[src/common/backend_pkg.sv]
`default_nettype none

package backend_pkg;

    localparam int BUS_WIDTH      = 32;
    localparam int REG_ADDR_WIDTH = 5;
    localparam int REG_NUM        = 2 ** REG_ADDR_WIDTH;

    typedef logic [BUS_WIDTH - 1:0] bus32_t;
    typedef logic [REG_ADDR_WIDTH - 1:0] reg_addr_t;

    // operation picked by the decoder, nop also covers undecodable words
    typedef enum logic [3:0] {
        OP_NOP,
        OP_ADD,
        OP_SUB,
        OP_AND,
        OP_OR,
        OP_XOR,
        OP_SLT,
        OP_LUI,
        OP_BEQ,
        OP_BNE,
        OP_B
    } alu_op_t;

    typedef struct packed {
        bus32_t pc;
        bus32_t inst;
    } fetch_t;

    typedef struct packed {
        bus32_t    pc;
        alu_op_t   op;
        reg_addr_t rs1;
        reg_addr_t rs2;
        logic      use_imm;
        bus32_t    imm;
        reg_addr_t rd;
        logic      reg_we;
        bus32_t    branch_offset;
    } id_dispatch_t;

    typedef struct packed {
        bus32_t    pc;
        alu_op_t   op;
        bus32_t    src1;
        bus32_t    src2;
        reg_addr_t rd;
        logic      reg_we;
        bus32_t    branch_target;
    } dispatch_ex_t;

    typedef struct packed {
        bus32_t    pc;
        reg_addr_t rd;
        logic      reg_we;
        bus32_t    result;
        // taken branch or jump
        logic      redirect;
        bus32_t    redirect_pc;
    } ex_commit_t;

    typedef struct packed {
        logic      valid;
        reg_addr_t rd;
        bus32_t    data;
    } push_forward_t;

endpackage

`default_nettype wire

[src/regfile.sv]
`timescale 1ns/1ps
`default_nettype none

module regfile (
    input  logic                   clk,
    input  logic                   reset_i,
    input  logic                   we_i,
    input  backend_pkg::reg_addr_t waddr_i,
    input  backend_pkg::bus32_t    wdata_i,
    input  backend_pkg::reg_addr_t raddr1_i,
    input  backend_pkg::reg_addr_t raddr2_i,
    output backend_pkg::bus32_t    rdata1_o,
    output backend_pkg::bus32_t    rdata2_o
);

    backend_pkg::bus32_t regs_q [backend_pkg::REG_NUM];

    always_ff @(posedge clk) begin
        if (reset_i) begin
            for (int i = 0; i < backend_pkg::REG_NUM; i++) begin
                regs_q[i] <= '0;
            end
        end else if (we_i && waddr_i != '0) begin
            regs_q[waddr_i] <= wdata_i;
        end
    end

    // same-cycle writes reach dispatch through the commit forward
    assign rdata1_o = (raddr1_i == '0) ? '0 : regs_q[raddr1_i];
    assign rdata2_o = (raddr2_i == '0) ? '0 : regs_q[raddr2_i];

endmodule

`default_nettype wire

[src/decoder.sv]
`timescale 1ns/1ps
`default_nettype none

module decoder #(
    parameter int QUEUE_DEPTH = 4,
    localparam int CNT_W = $clog2(QUEUE_DEPTH + 1),
    localparam int PTR_W = $clog2(QUEUE_DEPTH)
) (
    input  logic                     clk,
    input  logic                     reset_i,
    input  logic                     flush_i,
    input  logic                     fetch_valid_i,
    input  backend_pkg::fetch_t      fetch_i,
    output logic [CNT_W - 1:0]       credit_return_o,
    output logic                     id_valid_o,
    output backend_pkg::id_dispatch_t id_o
);

    // loongarch major opcodes
    localparam logic [16:0] OPC_ADD_W   = 17'h00020;
    localparam logic [16:0] OPC_SUB_W   = 17'h00022;
    localparam logic [16:0] OPC_SLT     = 17'h00024;
    localparam logic [16:0] OPC_AND     = 17'h00029;
    localparam logic [16:0] OPC_OR      = 17'h0002a;
    localparam logic [16:0] OPC_XOR     = 17'h0002b;
    localparam logic [9:0]  OPC_ADDI_W  = 10'h00a;
    localparam logic [6:0]  OPC_LU12I_W = 7'h0a;
    localparam logic [5:0]  OPC_B       = 6'h14;
    localparam logic [5:0]  OPC_BEQ     = 6'h16;
    localparam logic [5:0]  OPC_BNE     = 6'h17;

    backend_pkg::fetch_t  queue_q [QUEUE_DEPTH];
    logic [PTR_W - 1:0]   head_q;
    logic [PTR_W - 1:0]   tail_q;
    logic [CNT_W - 1:0]   count_q;
    logic                 push;
    logic                 pop;
    backend_pkg::fetch_t  head;
    backend_pkg::bus32_t  inst;
    backend_pkg::alu_op_t op3r;

    assign push = fetch_valid_i && !flush_i;
    assign pop  = (count_q != '0) && !flush_i;
    assign head = queue_q[head_q];
    assign inst = head.inst;

    assign id_valid_o = (count_q != '0);
    // on flush every queued entry plus a dropped transfer goes back
    assign credit_return_o = flush_i ? count_q + CNT_W'(fetch_valid_i) : CNT_W'(pop);

    always_ff @(posedge clk) begin
        if (reset_i || flush_i) begin
            head_q  <= '0;
            tail_q  <= '0;
            count_q <= '0;
        end else begin
            if (push) begin
                tail_q <= (tail_q == PTR_W'(QUEUE_DEPTH - 1)) ? '0 : tail_q + 1'b1;
            end
            if (pop) begin
                head_q <= (head_q == PTR_W'(QUEUE_DEPTH - 1)) ? '0 : head_q + 1'b1;
            end
            count_q <= count_q + CNT_W'(push) - CNT_W'(pop);
        end
    end

    always_ff @(posedge clk) begin
        if (push) begin
            queue_q[tail_q] <= fetch_i;
        end
    end

    always_comb begin
        case (inst[31:15])
            OPC_ADD_W: op3r = backend_pkg::OP_ADD;
            OPC_SUB_W: op3r = backend_pkg::OP_SUB;
            OPC_SLT:   op3r = backend_pkg::OP_SLT;
            OPC_AND:   op3r = backend_pkg::OP_AND;
            OPC_OR:    op3r = backend_pkg::OP_OR;
            OPC_XOR:   op3r = backend_pkg::OP_XOR;
            default:   op3r = backend_pkg::OP_NOP;
        endcase
    end

    always_comb begin
        id_o     = '0;
        id_o.pc  = head.pc;
        id_o.op  = backend_pkg::OP_NOP;
        id_o.rs1 = inst[9:5];
        id_o.rs2 = inst[14:10];
        id_o.rd  = inst[4:0];
        if (op3r != backend_pkg::OP_NOP) begin
            id_o.op     = op3r;
            id_o.reg_we = 1'b1;
        end else if (inst[31:22] == OPC_ADDI_W) begin
            id_o.op      = backend_pkg::OP_ADD;
            id_o.use_imm = 1'b1;
            id_o.imm     = {{20{inst[21]}}, inst[21:10]};
            id_o.reg_we  = 1'b1;
        end else if (inst[31:25] == OPC_LU12I_W) begin
            id_o.op      = backend_pkg::OP_LUI;
            id_o.use_imm = 1'b1;
            id_o.imm     = {{12{inst[24]}}, inst[24:5]};
            id_o.reg_we  = 1'b1;
        end else if (inst[31:26] == OPC_BEQ || inst[31:26] == OPC_BNE) begin
            // second compare operand sits in the rd field
            id_o.op            = (inst[26]) ? backend_pkg::OP_BNE : backend_pkg::OP_BEQ;
            id_o.rs2           = inst[4:0];
            id_o.branch_offset = {{14{inst[25]}}, inst[25:10], 2'b00};
        end else if (inst[31:26] == OPC_B) begin
            id_o.op            = backend_pkg::OP_B;
            id_o.branch_offset = {{4{inst[9]}}, inst[9:0], inst[25:10], 2'b00};
        end
    end

endmodule

`default_nettype wire

[src/dispatch.sv]
`timescale 1ns/1ps
`default_nettype none

module dispatch (
    input  logic                       clk,
    input  logic                       reset_i,
    input  logic                       flush_i,
    input  logic                       id_valid_i,
    input  backend_pkg::id_dispatch_t  id_i,
    input  backend_pkg::push_forward_t ex_pf_i,
    input  backend_pkg::push_forward_t wb_pf_i,
    input  backend_pkg::bus32_t        rdata1_i,
    input  backend_pkg::bus32_t        rdata2_i,
    output backend_pkg::reg_addr_t     raddr1_o,
    output backend_pkg::reg_addr_t     raddr2_o,
    output logic                       ex_valid_o,
    output backend_pkg::dispatch_ex_t  ex_o
);

    backend_pkg::bus32_t       src1;
    backend_pkg::bus32_t       src2_reg;
    backend_pkg::dispatch_ex_t ex_d;

    // youngest producer wins, r0 never forwards
    function automatic backend_pkg::bus32_t resolve(
        input backend_pkg::reg_addr_t     addr,
        input backend_pkg::bus32_t        rdata,
        input backend_pkg::push_forward_t ex_pf,
        input backend_pkg::push_forward_t wb_pf
    );
        backend_pkg::bus32_t value;
        value = rdata;
        if (addr != '0 && ex_pf.valid && ex_pf.rd == addr) begin
            value = ex_pf.data;
        end else if (addr != '0 && wb_pf.valid && wb_pf.rd == addr) begin
            value = wb_pf.data;
        end
        return value;
    endfunction

    assign raddr1_o = id_i.rs1;
    assign raddr2_o = id_i.rs2;

    assign src1     = resolve(id_i.rs1, rdata1_i, ex_pf_i, wb_pf_i);
    assign src2_reg = resolve(id_i.rs2, rdata2_i, ex_pf_i, wb_pf_i);

    always_comb begin
        ex_d.pc            = id_i.pc;
        ex_d.op            = id_i.op;
        ex_d.src1          = src1;
        ex_d.src2          = id_i.use_imm ? id_i.imm : src2_reg;
        ex_d.rd            = id_i.rd;
        ex_d.reg_we        = id_i.reg_we;
        ex_d.branch_target = id_i.pc + id_i.branch_offset;
    end

    always_ff @(posedge clk) begin
        if (reset_i || flush_i) begin
            ex_valid_o <= 1'b0;
        end else begin
            ex_valid_o <= id_valid_i;
        end
    end

    always_ff @(posedge clk) begin
        ex_o <= ex_d;
    end

endmodule

`default_nettype wire

[src/execute.sv]
`timescale 1ns/1ps
`default_nettype none

module execute (
    input  logic                       clk,
    input  logic                       reset_i,
    input  logic                       flush_i,
    input  logic                       ex_valid_i,
    input  backend_pkg::dispatch_ex_t  ex_i,
    output backend_pkg::push_forward_t ex_pf_o,
    output logic                       commit_valid_o,
    output backend_pkg::ex_commit_t    commit_o
);

    backend_pkg::bus32_t     result;
    logic                    taken;
    backend_pkg::ex_commit_t commit_d;

    always_comb begin
        case (ex_i.op)
            backend_pkg::OP_ADD: result = ex_i.src1 + ex_i.src2;
            backend_pkg::OP_SUB: result = ex_i.src1 - ex_i.src2;
            backend_pkg::OP_AND: result = ex_i.src1 & ex_i.src2;
            backend_pkg::OP_OR:  result = ex_i.src1 | ex_i.src2;
            backend_pkg::OP_XOR: result = ex_i.src1 ^ ex_i.src2;
            backend_pkg::OP_SLT: begin
                result = {31'b0, $signed(ex_i.src1) < $signed(ex_i.src2)};
            end
            backend_pkg::OP_LUI: result = ex_i.src2 << 12;
            default:             result = '0;
        endcase
    end

    // every branch was predicted not taken
    always_comb begin
        case (ex_i.op)
            backend_pkg::OP_BEQ: taken = (ex_i.src1 == ex_i.src2);
            backend_pkg::OP_BNE: taken = (ex_i.src1 != ex_i.src2);
            backend_pkg::OP_B:   taken = 1'b1;
            default:             taken = 1'b0;
        endcase
    end

    assign ex_pf_o.valid = ex_valid_i && ex_i.reg_we;
    assign ex_pf_o.rd    = ex_i.rd;
    assign ex_pf_o.data  = result;

    always_comb begin
        commit_d.pc          = ex_i.pc;
        commit_d.rd          = ex_i.rd;
        commit_d.reg_we      = ex_i.reg_we;
        commit_d.result      = result;
        commit_d.redirect    = taken;
        commit_d.redirect_pc = ex_i.branch_target;
    end

    always_ff @(posedge clk) begin
        if (reset_i || flush_i) begin
            commit_valid_o <= 1'b0;
        end else begin
            commit_valid_o <= ex_valid_i;
        end
    end

    always_ff @(posedge clk) begin
        commit_o <= commit_d;
    end

endmodule

`default_nettype wire

[src/ctrl.sv]
`timescale 1ns/1ps
`default_nettype none

module ctrl (
    input  logic                       commit_valid_i,
    input  backend_pkg::ex_commit_t    commit_i,
    output logic                       flush_o,
    output backend_pkg::push_forward_t wb_pf_o,
    output logic                       we_o,
    output backend_pkg::reg_addr_t     waddr_o,
    output backend_pkg::bus32_t        wdata_o,
    output logic                       commit_valid_o,
    output backend_pkg::bus32_t        commit_pc_o,
    output backend_pkg::reg_addr_t     commit_rd_o,
    output backend_pkg::bus32_t        commit_data_o,
    output logic                       redirect_valid_o,
    output backend_pkg::bus32_t        redirect_pc_o
);

    // writes to r0 are dropped here
    assign we_o    = commit_valid_i && commit_i.reg_we && (commit_i.rd != '0);
    assign waddr_o = commit_i.rd;
    assign wdata_o = commit_i.result;

    assign wb_pf_o.valid = we_o;
    assign wb_pf_o.rd    = commit_i.rd;
    assign wb_pf_o.data  = commit_i.result;

    // no register write reports rd 0 and value 0
    assign commit_valid_o = commit_valid_i;
    assign commit_pc_o    = commit_i.pc;
    assign commit_rd_o    = we_o ? commit_i.rd : '0;
    assign commit_data_o  = we_o ? commit_i.result : '0;

    assign flush_o          = commit_valid_i && commit_i.redirect;
    assign redirect_valid_o = flush_o;
    assign redirect_pc_o    = commit_i.redirect_pc;

endmodule

`default_nettype wire

[src/backend_top.sv]
`timescale 1ns/1ps
`default_nettype none

module backend_top #(
    parameter int QUEUE_DEPTH = 4,
    localparam int CNT_W = $clog2(QUEUE_DEPTH + 1)
) (
    input  logic                   clk,
    input  logic                   reset_i,
    input  logic                   fetch_valid_i,
    input  backend_pkg::fetch_t    fetch_i,
    output logic [CNT_W - 1:0]     credit_return_o,
    output logic                   commit_valid_o,
    output backend_pkg::bus32_t    commit_pc_o,
    output backend_pkg::reg_addr_t commit_rd_o,
    output backend_pkg::bus32_t    commit_data_o,
    output logic                   redirect_valid_o,
    output backend_pkg::bus32_t    redirect_pc_o
);

    logic                       flush;
    logic                       id_valid;
    backend_pkg::id_dispatch_t  id;
    backend_pkg::reg_addr_t     raddr1;
    backend_pkg::reg_addr_t     raddr2;
    backend_pkg::bus32_t        rdata1;
    backend_pkg::bus32_t        rdata2;
    logic                       ex_valid;
    backend_pkg::dispatch_ex_t  ex;
    backend_pkg::push_forward_t ex_pf;
    backend_pkg::push_forward_t wb_pf;
    logic                       ex_commit_valid;
    backend_pkg::ex_commit_t    ex_commit;
    logic                       reg_we;
    backend_pkg::reg_addr_t     reg_waddr;
    backend_pkg::bus32_t        reg_wdata;

    decoder #(
        .QUEUE_DEPTH(QUEUE_DEPTH)
    ) u_decoder (
        .clk,
        .reset_i,
        .flush_i(flush),
        .fetch_valid_i,
        .fetch_i,
        .credit_return_o,
        .id_valid_o(id_valid),
        .id_o(id)
    );

    dispatch u_dispatch (
        .clk,
        .reset_i,
        .flush_i(flush),
        .id_valid_i(id_valid),
        .id_i(id),
        .ex_pf_i(ex_pf),
        .wb_pf_i(wb_pf),
        .rdata1_i(rdata1),
        .rdata2_i(rdata2),
        .raddr1_o(raddr1),
        .raddr2_o(raddr2),
        .ex_valid_o(ex_valid),
        .ex_o(ex)
    );

    execute u_execute (
        .clk,
        .reset_i,
        .flush_i(flush),
        .ex_valid_i(ex_valid),
        .ex_i(ex),
        .ex_pf_o(ex_pf),
        .commit_valid_o(ex_commit_valid),
        .commit_o(ex_commit)
    );

    ctrl u_ctrl (
        .commit_valid_i(ex_commit_valid),
        .commit_i(ex_commit),
        .flush_o(flush),
        .wb_pf_o(wb_pf),
        .we_o(reg_we),
        .waddr_o(reg_waddr),
        .wdata_o(reg_wdata),
        .commit_valid_o,
        .commit_pc_o,
        .commit_rd_o,
        .commit_data_o,
        .redirect_valid_o,
        .redirect_pc_o
    );

    regfile u_regfile (
        .clk,
        .reset_i,
        .we_i(reg_we),
        .waddr_i(reg_waddr),
        .wdata_i(reg_wdata),
        .raddr1_i(raddr1),
        .raddr2_i(raddr2),
        .rdata1_o(rdata1),
        .rdata2_o(rdata2)
    );

endmodule

`default_nettype wire

[config.mk]
export PLATFORM = sky130hd
export DESIGN_NAME = backend_top
export DESIGN_NICKNAME = d
export VERILOG_FILES = /design/src/common/backend_pkg.sv /design/src/regfile.sv /design/src/decoder.sv /design/src/dispatch.sv /design/src/execute.sv /design/src/ctrl.sv /design/src/backend_top.sv
export SDC_FILE = /design/constraint.sdc
export NUM_CORES = 2
export LEC_CHECK = 0
export ABC_CLOCK_PERIOD_IN_PS = 3900
export BUFFER_PORTS_ARGS = -buffer_cell sky130_fd_sc_hd__buf_2
export CORE_MARGIN = 2
export CORE_UTILIZATION = 27
export CTS_BUF_LIST = sky130_fd_sc_hd__clkbuf_4 sky130_fd_sc_hd__clkbuf_8
export CTS_CLUSTER_DIAMETER = 100
export DETAILED_ROUTE_END_ITERATION = 12
export RECOVER_POWER = 25
export SETUP_SLACK_MARGIN = 0.05
export SLEW_MARGIN = 5
export SYNTH_ARGS = -nofsm -noshare
export SYNTH_HDL_FRONTEND = slang
export SYNTH_HIERARCHICAL = 1
export SYNTH_SLANG_ARGS = --single-unit
[constraint.sdc]
create_clock -name clk -period 3.9 [get_ports clk]
set_input_delay 0.195 -clock clk [delete_from_list [all_inputs] [get_ports clk]]
set_output_delay 0.195 -clock clk [all_outputs]
set_load 0.02 [all_outputs]
==> impl_metrics.csv <==
group,metric,value,unit
route,dr.pass1.iters,5,
finish,area_delta_synth_final,22.0,%
logic_synthesis,ys.warnings.count,6,
global_route,grt-ovfl-total,0,
logic_synthesis,synth_ff_type,"edfxtp_1",
run,cap_viol_max_count,1,
worst_hold_path,hold_path.class,"in2reg",
power,ir_worst_vdd,0.000676,V
logic_synthesis,async_flop_share,0,%
timing,fmax,246,MHz
logic_synthesis,syn_area_per_cell,13.9,sq um
die,initial_utilization,27.2,%
setup_path,crit_path_start_kind,"flip-flop",
timing,slew_headroom,-32.8,%
timing,rsz0062_at_grt,"true",
clock_network,cts_root_buf,"clkbuf_8",
global_route,grt_antenna_before_repair,22,
logic_synthesis,postSynthCellCount,5766,
finish,final_nets,6677,
logic_synthesis,yosysTopAreaCell,"edfxtp_1",
global_route,first_global_vias,55935,
timing,hold_viol,0,
power,power.static_leakage,36.3,nW
power,power_density,808,nW/um^2
clock_network,cts_buffers,277,
clock_network,h-tree-depth,5,
timing,worst_slew_pin_slew,1.99,ns
power,power.total,0.0788,W
route,wire_per_inst,27.7,um
clock_network,cts_tree,"done",
route,finalWirelength,293000,um
logic_synthesis,synth_edf_count,1280,
clock_network,clk_path_buf_depth,4,
finish,fill_cells,28637,
timing,fin_crit,4.06,ns
finish,stdcell_count,10582,
status,status,"finished, violations left",
timing,finalCritPeriodShare,104,%
die,num_rows,199,
placement,gp_congestion,0.957,
global_route,grt.total_usage,18.8,%
logic_synthesis,synth.area.top_cells,"edfxtp_1, mux4_2, and2_1",
route,avgViaCountPerCell,5.28,
setup_path,path_buf_inv,5,
timing,layout_setup_ws,-0.164,ns
setup_path,endpoint_kind,"flip-flop",
route,drc_errors,0,
logic_synthesis,yosys.area.top_type_share,48.0,%
die,die_x,548,um
logic_synthesis,seq_area_frac_synth,54.4,%
die,fp.dieArea,301000,sq um
setup_path,cp.arrival,4.92,ns
setup_path,cp_data_required_time,4.76,ns
setup_path,critPathKind,"reg2reg",
placement,io_buffers,172,
logic_synthesis,synth.distinct_cells,106,
global_route,grt_max_degree,65,
setup_path,cpLargestDelayFamily,"multiplexers",
placement,dpl.hpwl,196000,um
clock_network,insertion_delay,1.08,ns
setup_path,critPathMaxFanout,12,
route,vias,55865,
placement,place_inst,9941,
clock_network,clock_sinks,1532,
route,antenna_left,0,
route,first_iter_violations,6841,
setup_path,critical-path-max-stage-delay,0.53,ns
finish,layout-drive-gt1-share,33.5,%
timing,slew_viol_final,32,
setup_path,crit_slowest_cell,"mux4_2",
logic_synthesis,ys_seq_elements,1532,
global_route,grt_pass1_wl,411000,um
die,die_y,548,um
timing,fin_skew,0.157,ns
clock_network,clk_pin_slew,0.06,ns
logic_synthesis,netlist_area,80000,sq um
die,coreArea,294000,sq um
timing,finalSetupViolations,32,
setup_path,crit_chain,"mux4_2 -> nand4_1 -> buf_12 -> mux2_8 -> buf_12 -> buf_12 -> mux4_2 -> a22o_1 -> a2111oi_4 -> buf_4 -> nor3_2 -> buf_4 -> mux2i_4 -> a211oi_2 -> a21o_1",
status,failed_checks,"capacitance limit, slew limit, setup timing",
setup_path,cp_common_cell,"buf_12",
die,top_level_ports,173,
[per-stage QoR]
stage	setup WS [ns]	setup TNS [ns]	util [%]	hold slack (ns)	cell area (sq um)
4_1_cts	-0.146	-2.27	32.9	0.0217	96700
2_1_floorplan	0.0586	0	-	0.271	80100
3_5_place_dp	-0.451	-9.63	30.2	0.312	88900
3_3_place_gp	-0.400	-8.61	30.2	0.312	88900
5_1_grt	-0.237	-6.60	33.2	0.109	97600
6_report	-0.164	-2.51	33.2	0.140	97600
[routing by layer]
layer	share of wire, %	track usage [%]	up-vias
met5	0.13	0.317	-
met1	40	24.8	28623
li1	-	-	23206
met4	5.2	8.94	10
met3	11	5.46	674
met2	44	28.3	3352
[worst reg2reg max path, cell delays in order (launching register included)]
cell	delay [ns]
dfxtp_4	0.41
mux4_2	0.53
nand4_1	0.16
buf_12	0.17
mux2_8	0.47
buf_12	0.23
buf_12	0.16
mux4_2	0.42
a22o_1	0.26
a2111oi_4	0.27
buf_4	0.19
nor3_2	0.04
buf_4	0.16
mux2i_4	0.17
a211oi_2	0.10
a21o_1	0.16
[layout by cell type (no fill, tap or decap), types with 95 or more instances in the layout]
master            n
clkbuf_8        299
buf_4           625
nand2_1         116
ha_1            139
dlygate4sd3_1   127
buf_2           165
mux4_2          532
edfxtp_1       1280
and2_1         1018
nor2_1          142
mux2i_1         204
inv_1            99
a21oi_1         140
o22ai_1          95
dfxtp_1         241
[registers in the layout, summed over array words and instances (netlist names), named ones only]
| register | flops |
|---|---|
| u_dispatch/ex_o | 138 |
| u_execute/commit_o | 103 |
| u_execute/commit_valid_o | 1 |
| u_decoder/head_q | 2 |
| u_decoder/queue_q | 256 |
| u_dispatch/ex_valid_o | 1 |
| u_regfile/regs_q | 1024 |
| u_decoder/tail_q | 2 |
| u_decoder/count_q | 3 |
[where the power goes]
group | switching [W] | internal, W
sequential | 0.00209 | 0.0196
clock | 0.00680 | 0.00826
combinational | 0.0237 | 0.0184
[what timing repair did]
| item | 4_1_cts | 5_1_grt |
|---|---|---|
| pin swaps | 16 | 34 |
| cloned | 6 | 3 |
| hold endpoints to repair | 290 | 0 |
| setup endpoints to repair | 70 | 75 |
| resized for setup | 199 | 120 |
| hold buffers | 127 | 0 |
| buffers inserted | 13 | 16 |
[cell families (layout without fill, tap and decap cells)]
family / count (synthesis) / in the layout / synth area share (%)
simple gates: 1629 / 1629 / 11.8
xor+xnor: 56 / 56 / 0.613
flops: 1532 / 1532 / 54.4
other cells: 2 / 53 / 0.00939
compound gates: 831 / 831 / 7.44
fa+ha+maj: 145 / 145 / 2.31
buf+inv: 782 / 1627 / 5.14
mux: 789 / 790 / 18.3
[layout make-up]
class                      instances  area (sq um)  area share [%]
sequential                      1532         43500            44.6
multi-input combinational       3485         34100            34.9
timing repair buffer            1063          9370            9.60
tap                             3919          4900            5.02
clock buffer                     389          4790            4.91
clock inverter                    69           483           0.495
inverter                         106           398           0.408
antenna                           19          47.5          0.0487
[cell usage after synthesis (36+ instances only)]
library cell / count
a2111oi_1: 41
a211oi_1: 48
a21o_1: 60
a21oi_1: 148
a22o_1: 63
and2_1: 1023
buf_2: 78
buf_4: 221
clkbuf_1: 330
dfxtp_1: 252
edfxtp_1: 1280
ha_1: 141
inv_1: 99
mux2_2: 36
mux2i_1: 218
mux4_2: 535
nand2_1: 116
nand3_1: 53
nor2_1: 175
nor3_1: 82
o21ai_0: 73
o22ai_1: 115
or2_2: 36
[worst paths after layout]
| path | start | end | slack [ns] | cells after the start |
|---|---|---|---|---|
| min | fetch_i[23] | u_decoder/queue_q[0][23] | 0.14 | 2 |
| max reg2reg | flip-flop | u_dispatch/ex_o[55] | -0.16 | 15 |
| min reg2reg | u_dispatch/ex_o[11] | u_execute/commit_o[11] | 0.27 | 0 |
| max | flip-flop | u_dispatch/ex_o[55] | -0.16 | 15 |
Note: power is estimated with default switching activity, not from simulation.
